File: src/common/ptr_mgr_config.svh
/*
  Build-time sizing for the buffer-pointer manager.
  Included by the package and by every module that needs a width or a count.
*/
`ifndef PTR_MGR_CONFIG_SVH
`define PTR_MGR_CONFIG_SVH

// Number of buffer pointers, a power of two
`define PTR_MGR_NUM_PTRS 8

// Pointer width, log2 of the pointer count
`define PTR_MGR_PTR_W 3

// Requester tag carried by an allocate
// Same width as a pointer so both views share one command word
`define PTR_MGR_TAG_W `PTR_MGR_PTR_W

`endif

File: src/common/ptr_mgr_pkg.sv
/*
  Types shared by the pointer manager pipeline stages.
  Opcode, command word and response status encodings.
*/
`default_nettype none

`include "ptr_mgr_config.svh"

package ptr_mgr_pkg;

  // Command opcode
  typedef enum logic {
    op_alloc = 1'b0,
    op_free  = 1'b1
  } cmd_op_t;

  // One command word, read according to the opcode
  // op_alloc uses alloc_tag, op_free uses free_ptr
  typedef union packed {
    logic [`PTR_MGR_TAG_W-1:0] alloc_tag;
    logic [`PTR_MGR_PTR_W-1:0] free_ptr;
  } cmd_word_u;

  // Response status
  typedef enum logic [1:0] {
    st_ok    = 2'd0,
    // allocate found no free pointer
    st_empty = 2'd1,
    // free found the list already full, a double free
    st_full  = 2'd2
  } rsp_status_t;

endpackage : ptr_mgr_pkg

`default_nettype wire

File: src/source/cmd_stage.sv
/*
  First pipeline stage of the pointer manager.
  Registers the incoming command strobe and drops anything that
  arrives while the free list is still filling.
*/
`default_nettype none

module cmd_stage (
  input  wire logic                  clk,
  input  wire logic                  rst_n,
  input  wire logic                  ready,
  input  wire logic                  cmd_valid,
  input  ptr_mgr_pkg::cmd_op_t       cmd_op,
  input  ptr_mgr_pkg::cmd_word_u     cmd_word,
  output logic                       s1_valid,
  output ptr_mgr_pkg::cmd_op_t       s1_op,
  output ptr_mgr_pkg::cmd_word_u     s1_word
);

  logic cmd_accept;

  // Only place where ready gates the command path
  assign cmd_accept = cmd_valid & ready;

  always_ff @(posedge clk or negedge rst_n) begin
    if (!rst_n) begin
      s1_valid <= 1'b0;
    end else begin
      s1_valid <= cmd_accept;
    end
  end

  // Payload follows the strobe, qualified downstream by s1_valid
  always_ff @(posedge clk) begin
    if (cmd_accept) begin
      s1_op   <= cmd_op;
      s1_word <= cmd_word;
    end
  end

  // Ready is sticky, so no command can be in stage 1 while the fill runs
  s1_quiet_during_fill_a: assert property (
    @(posedge clk) disable iff (!rst_n)
    !ready |-> !s1_valid
  ) else $error("command reached stage 1 before free list was ready");

endmodule : cmd_stage

`default_nettype wire

File: src/free_list/free_list_lifo.sv
/*
  Stack of free buffer pointers with its own reset-time fill.
  After reset it pushes 0..DEPTH-1, one per cycle, then raises ready.
  Pop returns the most recently pushed entry.
*/
`default_nettype none

module free_list_lifo #(
  parameter int DEPTH  = 8,
  parameter int DWIDTH = 3
) (
  input  wire logic              clk,
  input  wire logic              rst_n,
  input  wire logic              push,
  input  wire logic [DWIDTH-1:0] push_data,
  input  wire logic              pop,
  output logic      [DWIDTH-1:0] pop_data,
  output logic                   empty,
  output logic                   full,
  output logic                   ready
);

  localparam int AW = (DEPTH > 1) ? $clog2(DEPTH) : 1;
  localparam int SW = AW + 1;

  logic [DEPTH*DWIDTH-1:0] data;
  logic [AW-1:0]           wp;
  logic [AW-1:0]           wp_nxt;
  logic [AW-1:0]           wp_m1;
  logic [SW-1:0]           size;
  logic [SW-1:0]           size_nxt;
  logic [AW-1:0]           fill_cnt;
  logic                    fill_push;
  logic                    push_any;
  logic [DWIDTH-1:0]       wr_data;

  // Fill sequencer owns the write port until ready
  assign fill_push = ~ready;
  assign push_any  = fill_push | push;
  assign wr_data   = fill_push ? DWIDTH'(fill_cnt) : push_data;

  assign empty = (size == '0);
  assign full  = (size == SW'(DEPTH));

  // Top of stack sits one slot below the write pointer
  assign wp_m1    = wp - 1'b1;
  assign pop_data = data[wp_m1*DWIDTH +: DWIDTH];

  always_comb begin
    wp_nxt   = wp;
    size_nxt = size;
    if (push_any) begin
      wp_nxt   = wp_nxt + 1'b1;
      size_nxt = size_nxt + 1'b1;
    end
    if (pop) begin
      wp_nxt   = wp_nxt - 1'b1;
      size_nxt = size_nxt - 1'b1;
    end
  end

  // Storage
  always_ff @(posedge clk) begin
    if (push_any) begin
      data[wp*DWIDTH +: DWIDTH] <= wr_data;
    end
  end

  always_ff @(posedge clk or negedge rst_n) begin
    if (!rst_n) begin
      wp   <= '0;
      size <= '0;
    end else begin
      wp   <= wp_nxt;
      size <= size_nxt;
    end
  end

  // Fill counter, ready rises with the last fill push
  always_ff @(posedge clk or negedge rst_n) begin
    if (!rst_n) begin
      fill_cnt <= '0;
      ready    <= 1'b0;
    end else if (fill_push) begin
      fill_cnt <= fill_cnt + 1'b1;
      if (fill_cnt == AW'(DEPTH - 1)) begin
        ready <= 1'b1;
      end
    end
  end

  lifo_size_bound_a: assert property (
    @(posedge clk) disable iff (!rst_n)
    size_nxt <= SW'(DEPTH)
  ) else $error("free list size would exceed %0d", DEPTH);

  lifo_no_pop_empty_a: assert property (
    @(posedge clk) disable iff (!rst_n)
    pop |-> (ready && !empty)
  ) else $error("pop on empty or filling free list");

endmodule : free_list_lifo

`default_nettype wire

File: src/free_list/alloc_stage.sv
/*
  Second pipeline stage of the pointer manager.
  Decodes the command word, pops or pushes the free list and
  registers the outcome for the response stage.
*/
`default_nettype none

`include "ptr_mgr_config.svh"

module alloc_stage (
  input  wire logic                       clk,
  input  wire logic                       rst_n,
  input  wire logic                       s1_valid,
  input  ptr_mgr_pkg::cmd_op_t            s1_op,
  input  ptr_mgr_pkg::cmd_word_u          s1_word,
  output logic                            s2_valid,
  output ptr_mgr_pkg::cmd_op_t            s2_op,
  output ptr_mgr_pkg::rsp_status_t        s2_status,
  output logic [`PTR_MGR_TAG_W-1:0]       s2_tag,
  output logic [`PTR_MGR_PTR_W-1:0]       s2_ptr,
  output logic                            ready
);

  import ptr_mgr_pkg::*;

  logic                      do_alloc;
  logic                      do_free;
  logic                      lifo_push;
  logic                      lifo_pop;
  logic                      lifo_empty;
  logic                      lifo_full;
  logic [`PTR_MGR_PTR_W-1:0] lifo_pop_data;
  logic [`PTR_MGR_TAG_W-1:0] tag_nxt;
  rsp_status_t               status_nxt;

  assign do_alloc = s1_valid && (s1_op == op_alloc);
  assign do_free  = s1_valid && (s1_op == op_free);

  // Empty and full are tested here only
  assign lifo_pop  = do_alloc && !lifo_empty;
  assign lifo_push = do_free && !lifo_full;

  // Tag view is echoed on an allocate, nothing on a free
  assign tag_nxt = (s1_op == op_alloc) ? s1_word.alloc_tag : '0;

  always_comb begin
    status_nxt = st_ok;
    if (do_alloc && lifo_empty) begin
      status_nxt = st_empty;
    end else if (do_free && lifo_full) begin
      status_nxt = st_full;
    end
  end

  free_list_lifo #(
    .DEPTH  (`PTR_MGR_NUM_PTRS),
    .DWIDTH (`PTR_MGR_PTR_W)
  ) u_free_list (
    .clk       (clk),
    .rst_n     (rst_n),
    .push      (lifo_push),
    .push_data (s1_word.free_ptr),
    .pop       (lifo_pop),
    .pop_data  (lifo_pop_data),
    .empty     (lifo_empty),
    .full      (lifo_full),
    .ready     (ready)
  );

  always_ff @(posedge clk or negedge rst_n) begin
    if (!rst_n) begin
      s2_valid <= 1'b0;
    end else begin
      s2_valid <= s1_valid;
    end
  end

  // Result payload, stack updates on this same edge
  always_ff @(posedge clk) begin
    if (s1_valid) begin
      s2_op     <= s1_op;
      s2_status <= status_nxt;
      s2_tag    <= tag_nxt;
      s2_ptr    <= lifo_pop_data;
    end
  end

endmodule : alloc_stage

`default_nettype wire

File: src/source/rsp_stage.sv
/*
  Third pipeline stage of the pointer manager.
  Registers the response seen by the requester, with the pointer
  forced to zero unless an allocate succeeded.
*/
`default_nettype none

`include "ptr_mgr_config.svh"

module rsp_stage (
  input  wire logic                       clk,
  input  wire logic                       rst_n,
  input  wire logic                       s2_valid,
  input  ptr_mgr_pkg::cmd_op_t            s2_op,
  input  ptr_mgr_pkg::rsp_status_t        s2_status,
  input  wire logic [`PTR_MGR_TAG_W-1:0]  s2_tag,
  input  wire logic [`PTR_MGR_PTR_W-1:0]  s2_ptr,
  output logic                            rsp_valid,
  output ptr_mgr_pkg::cmd_op_t            rsp_op,
  output ptr_mgr_pkg::rsp_status_t        rsp_status,
  output logic [`PTR_MGR_TAG_W-1:0]       rsp_tag,
  output logic [`PTR_MGR_PTR_W-1:0]       rsp_ptr
);

  import ptr_mgr_pkg::*;

  logic alloc_ok;

  assign alloc_ok = (s2_op == op_alloc) && (s2_status == st_ok);

  always_ff @(posedge clk or negedge rst_n) begin
    if (!rst_n) begin
      rsp_valid <= 1'b0;
    end else begin
      rsp_valid <= s2_valid;
    end
  end

  always_ff @(posedge clk) begin
    if (s2_valid) begin
      rsp_op     <= s2_op;
      rsp_status <= s2_status;
      rsp_tag    <= s2_tag;
      // No stale stack data on failures or frees
      rsp_ptr    <= alloc_ok ? s2_ptr : '0;
    end
  end

  // Status must fit the opcode that produced it
  rsp_status_legal_a: assert property (
    @(posedge clk) disable iff (!rst_n)
    rsp_valid |->
      ((rsp_op == op_alloc) ? (rsp_status inside {st_ok, st_empty})
                            : (rsp_status inside {st_ok, st_full}))
  ) else $error("illegal status %0d for op %0d", rsp_status, rsp_op);

endmodule : rsp_stage

`default_nettype wire

File: src/source/ptr_mgr_top.sv
/*
  Buffer-pointer manager top level.
  Three-stage pipeline: command register, free list, response register.
  One command per cycle, one response three cycles later.
*/
`default_nettype none

`include "ptr_mgr_config.svh"

module ptr_mgr_top (
  input  wire logic                       clk,
  input  wire logic                       rst_n,
  input  wire logic                       cmd_valid,
  input  ptr_mgr_pkg::cmd_op_t            cmd_op,
  input  ptr_mgr_pkg::cmd_word_u          cmd_word,
  output logic                            ready,
  output logic                            rsp_valid,
  output ptr_mgr_pkg::cmd_op_t            rsp_op,
  output ptr_mgr_pkg::rsp_status_t        rsp_status,
  output logic [`PTR_MGR_TAG_W-1:0]       rsp_tag,
  output logic [`PTR_MGR_PTR_W-1:0]       rsp_ptr
);

  // Stage 1 to stage 2
  logic                      s1_valid;
  ptr_mgr_pkg::cmd_op_t      s1_op;
  ptr_mgr_pkg::cmd_word_u    s1_word;

  // Stage 2 to stage 3
  logic                      s2_valid;
  ptr_mgr_pkg::cmd_op_t      s2_op;
  ptr_mgr_pkg::rsp_status_t  s2_status;
  logic [`PTR_MGR_TAG_W-1:0] s2_tag;
  logic [`PTR_MGR_PTR_W-1:0] s2_ptr;

  cmd_stage u_cmd_stage (
    .clk       (clk),
    .rst_n     (rst_n),
    .ready     (ready),
    .cmd_valid (cmd_valid),
    .cmd_op    (cmd_op),
    .cmd_word  (cmd_word),
    .s1_valid  (s1_valid),
    .s1_op     (s1_op),
    .s1_word   (s1_word)
  );

  alloc_stage u_alloc_stage (
    .clk       (clk),
    .rst_n     (rst_n),
    .s1_valid  (s1_valid),
    .s1_op     (s1_op),
    .s1_word   (s1_word),
    .s2_valid  (s2_valid),
    .s2_op     (s2_op),
    .s2_status (s2_status),
    .s2_tag    (s2_tag),
    .s2_ptr    (s2_ptr),
    .ready     (ready)
  );

  rsp_stage u_rsp_stage (
    .clk        (clk),
    .rst_n      (rst_n),
    .s2_valid   (s2_valid),
    .s2_op      (s2_op),
    .s2_status  (s2_status),
    .s2_tag     (s2_tag),
    .s2_ptr     (s2_ptr),
    .rsp_valid  (rsp_valid),
    .rsp_op     (rsp_op),
    .rsp_status (rsp_status),
    .rsp_tag    (rsp_tag),
    .rsp_ptr    (rsp_ptr)
  );

endmodule : ptr_mgr_top

`default_nettype wire

File: config.mk
export PLATFORM = sky130hd
export DESIGN_NAME = ptr_mgr_top
export DESIGN_NICKNAME = d
export VERILOG_FILES = /design/src/common/ptr_mgr_pkg.sv /design/src/source/cmd_stage.sv /design/src/free_list/free_list_lifo.sv /design/src/free_list/alloc_stage.sv /design/src/source/rsp_stage.sv /design/src/source/ptr_mgr_top.sv
export VERILOG_INCLUDE_DIRS = /design/src /design/src/common
export SDC_FILE = /design/constraint.sdc
export NUM_CORES = 1
export LEC_CHECK = 0
export ABC_AREA = 1
export BUFFER_PORTS_ARGS = -buffer_cell sky130_fd_sc_hd__buf_2
export CORE_UTILIZATION = 33
export DETAILED_ROUTE_END_ITERATION = 16
export GPL_TIMING_DRIVEN = 0
export HOLD_SLACK_MARGIN = 0.06
export PLACE_DENSITY = 0.47
export SLEW_MARGIN = 40
export SYNTH_ARGS = -nofsm -noshare
export SYNTH_HDL_FRONTEND = slang
export SYNTH_SLANG_ARGS = --single-unit
File: constraint.sdc
create_clock -name clk -period 2.25 [get_ports clk]
set_clock_uncertainty 0.15 [all_clocks]
set_input_delay 0.3375 -clock clk [delete_from_list [all_inputs] [get_ports clk]]
set_output_delay 0.3375 -clock clk [all_outputs]
set_load 0.02 [all_outputs]
==> results.toml <==
[status]
outcome = "finished, final reports clean"

[finish]
final_nets = 320
final_cell_mix = "nor2_1 (52), edfxtp_1 (46), inv_1 (25), nand2_1 (22), buf_2 (18)"
final-instance-count-excl-fill = 411
antenna_cells = 0
final_common_cell = "nor2_1"
utilization_pct = 40.7
syn_to_final_growth_pct = 17.3
stdcell_area_mm2 = 0.00340
layout-drive-gt1-share_pct = 26.8

[placement]
pre_cts_ws_ps = -316
dp_cells = 390
dpl_cell_area_mm2 = 0.00311
dp_hpwl_um = 3970
gp_congestion = 0.813
io_buffers = 17

[critical_path]
cpMaxStageDelayCell = "dfrtp_2"
cpMostUsedCell = "nand2_1"
path_cells = "inv_1 -> ha_2 -> nand3_2 -> nand2_4 -> nand2_8 -> xor2_4 -> ha_2 -> nand2_1 -> nand2_1 -> nand2_1 -> xor2_1 -> inv_1"
required_ps = 2330
crit_type = "flop to flop"
r2r_cells = 12
critPathCaptureType = "flop"
r2r_end = "u_alloc_stage.u_free_list.wp[2]$_DFF_PN0_"
r2r_slack_ps = 150
arrival_ps = 2180
critPathLaunchType = "flop"
r2r_start = "u_alloc_stage.u_free_list.size[0]$_DFF_PN0_"
crit_path_max_incr_delay_ps = 450
crit_fanout = 9

[route]
drc = 0
drt-initial-drc-count = 95
postRouteAntennaNets = 0
wire_per_inst_um = 13.3
wirelength_um = 5470
drt_pre_antenna_iters = 4
vias = 1880
vias_per_cell = 4.57

[global_route]
grt-ovfl-total = 0
grt_pass1_wl_um = 9070
antenna_found_initial = 0
grt.total_usage_pct = 13.8
grt_start_max_net_pins = 18
grt_pass1_vias = 1866

[timing]
fmax_ghz = 0.475
fin_ws_ps = 147
post-route-period-util_pct = 93.5
finalHoldViolCount = 0
relSlewSlack_pct = 66.9
slew_viol_final = 0
rsz0062_at_grt = "yes"
min_period_ps = 2100
worstMarginPinSlew_ps = 495
setup_viol = 0

[clocking]
numCtsBuffers = 9
cts.sinks = 60
clk_pin_slew_ps = 80
insertion_delay_ps = 340
h-tree-depth = 3
cts_tree = "yes"
root_buffer = "clkbuf_8"
clockBufferDepth = 2

[min_path]
worstHoldPathType = "primary input to flop"
min_from = "cmd_valid"
min_to = "u_cmd_stage.s1_valid$_DFF_PN0_"
hold_path_depth = 3

[pwr]
p_leak_nw = 1.40
finalPower_mw = 4.13
peakVddDrop_v = 0.000504
p_per_area_mw_per_mm2 = 1220

[job]
max_cap_violations = 0

[floorplanning]
die_w_um = 95.7
io_pins = 18
die_y_um = 95.7
coreArea_mm2 = 0.00834
start_util_pct = 34.7
die-area_mm2 = 0.00916
rows = 33

[synthesis]
synth.distinct_cells = 35
async_flop_share_pct = 23.3
synth.net_count = 287
synth_seq_area_share_pct = 59.8
syn_avg_cell_area_um2 = 10.8
synth_edf_count = 46
synthCells = 268
synth_area_mm2 = 0.00290
ys_warn_count = 0
synthFlopType = "edfxtp_1"
synth-seq-cells = 60
power breakdown:
group	switching [mW]	leakage, nW	total (mW)	internal, mW
Sequential	0.113	0.613	1.53	1.42
Combinational	1.12	0.694	1.71	0.589
Clock	0.479	0.0910	0.893	0.414
worst max-delay path: cells and delay by family (launching register included):
| kind | cells | cell delay (ps) |
|---|---|---|
| AND/OR/NAND/NOR | 6 | 520 |
| buffers and inverters | 2 | 150 |
| flip-flops | 1 | 450 |
| adder cells (fa/ha/maj) | 2 | 390 |
| XOR/XNOR | 2 | 320 |
state kept, by name, summed over array words and instances (netlist names), 2 cells and up:
name and flops:
u_alloc_stage.u_free_list.data 24, u_alloc_stage.u_free_list.size 4, u_alloc_stage.s2_ptr 3, u_alloc_stage.s2_tag 3, u_alloc_stage.u_free_list.fill_cnt 3, u_alloc_stage.u_free_list.wp 3
u_cmd_stage.s1_word 3, u_rsp_stage.rsp_ptr 3, u_rsp_stage.rsp_tag 3, u_alloc_stage.s2_status 2, u_rsp_stage.rsp_status 2
metal layers:
metal	global-route usage, %	part of all wire (%)	up-vias
li1	-	-	954
met1	17.7	48	895
met2	21.4	47	24
met3	4.31	2.9	7
met4	6.22	1.7	0
met5	0	0	-
kinds of logic after synthesis:
| logic type | count (synthesis) | share of synthesized area, % |
|---|---|---|
| AND/OR/NAND/NOR | 117 | 18.8 |
| flip-flops | 60 | 59.8 |
| buffers and inverters | 42 | 7.21 |
| AO/OA/AOI/OAI | 27 | 5.31 |
| adder cells (fa/ha/maj) | 12 | 5.18 |
| XOR/XNOR | 9 | 3.37 |
| multiplexers | 1 | 0.346 |
worst max-delay path by stage:
| stage | from | to | slack (ps) | cells after the start |
|---|---|---|---|---|
| global placement | u_alloc_stage.u_free_list.wp[0]$_DFF_PN0_ | u_alloc_stage.u_free_list.data[1]$_DFFE_PP_ | -310 | 8 |
| global route | u_alloc_stage.u_free_list.size[0]$_DFF_PN0_ | u_alloc_stage.u_free_list.wp[2]$_DFF_PN0_ | -50 | 11 |
| floorplan | u_alloc_stage.u_free_list.wp[0]$_DFF_PN0_ | u_alloc_stage.u_free_list.data[0]$_DFFE_PP_ | 110 | 8 |
| finish | u_alloc_stage.u_free_list.size[0]$_DFF_PN0_ | u_alloc_stage.u_free_list.wp[2]$_DFF_PN0_ | 150 | 12 |
| detailed placement | u_alloc_stage.u_free_list.wp[0]$_DFF_PN0_ | u_alloc_stage.u_free_list.data[1]$_DFFE_PP_ | -320 | 8 |
| CTS | u_alloc_stage.u_free_list.size[0]$_DFF_PN0_ | u_alloc_stage.u_free_list.wp[2]$_DFF_PN0_ | 80 | 11 |
cell usage after synthesis (2+ instances only):
cell	n	area (µm²)
xor2_1	7	61.3
nand2_4	2	22.5
nor3_1	14	70.1
a21oi_2	2	17.5
inv_1	26	97.6
nor2_1	54	203
nand3_2	2	20.0
buf_6	5	56.3
a31oi_1	3	18.8
inv_2	4	15.0
ha_1	12	150
nand3_1	9	45.0
dfrtp_1	14	350
a21oi_1	3	15.0
nand2_1	22	82.6
o21ai_0	15	75.1
edfxtp_1	46	1380
o22ai_1	3	18.8
nand2_2	9	56.3
area by class of cell:
| cell class | count | area [µm²] |
|---|---|---|
| sequential | 60 | 1730 |
| multi-input combinational | 166 | 1000 |
| inverter | 34 | 136 |
| clock inverter | 7 | 56.3 |
| clock buffer | 9 | 124 |
| fill | 820 | 4940 |
| buffer | 7 | 68.8 |
| timing repair buffer | 23 | 143 |
| tap | 105 | 131 |
metrics by stage:
stage               hold slack (ps)  setup TNS, ps
finish                          138              0
global route                    155          -48.7
CTS                             120              0
detailed placement              133          -3170
global placement                132          -2330
floorplan                      -108              0
timing repair:
| action | 4_1_cts | 5_1_grt |
|---|---|---|
| pin swaps | 1 | 0 |
| setup endpoints to repair | 29 | 8 |
| hold buffers | 5 | 0 |
| endpoints found under the hold margin | 18 | 0 |
| resized for setup | 10 | 6 |
| buffers inserted | 1 | 0 |
No activity file was read; power rests on OpenSTA's default activity.
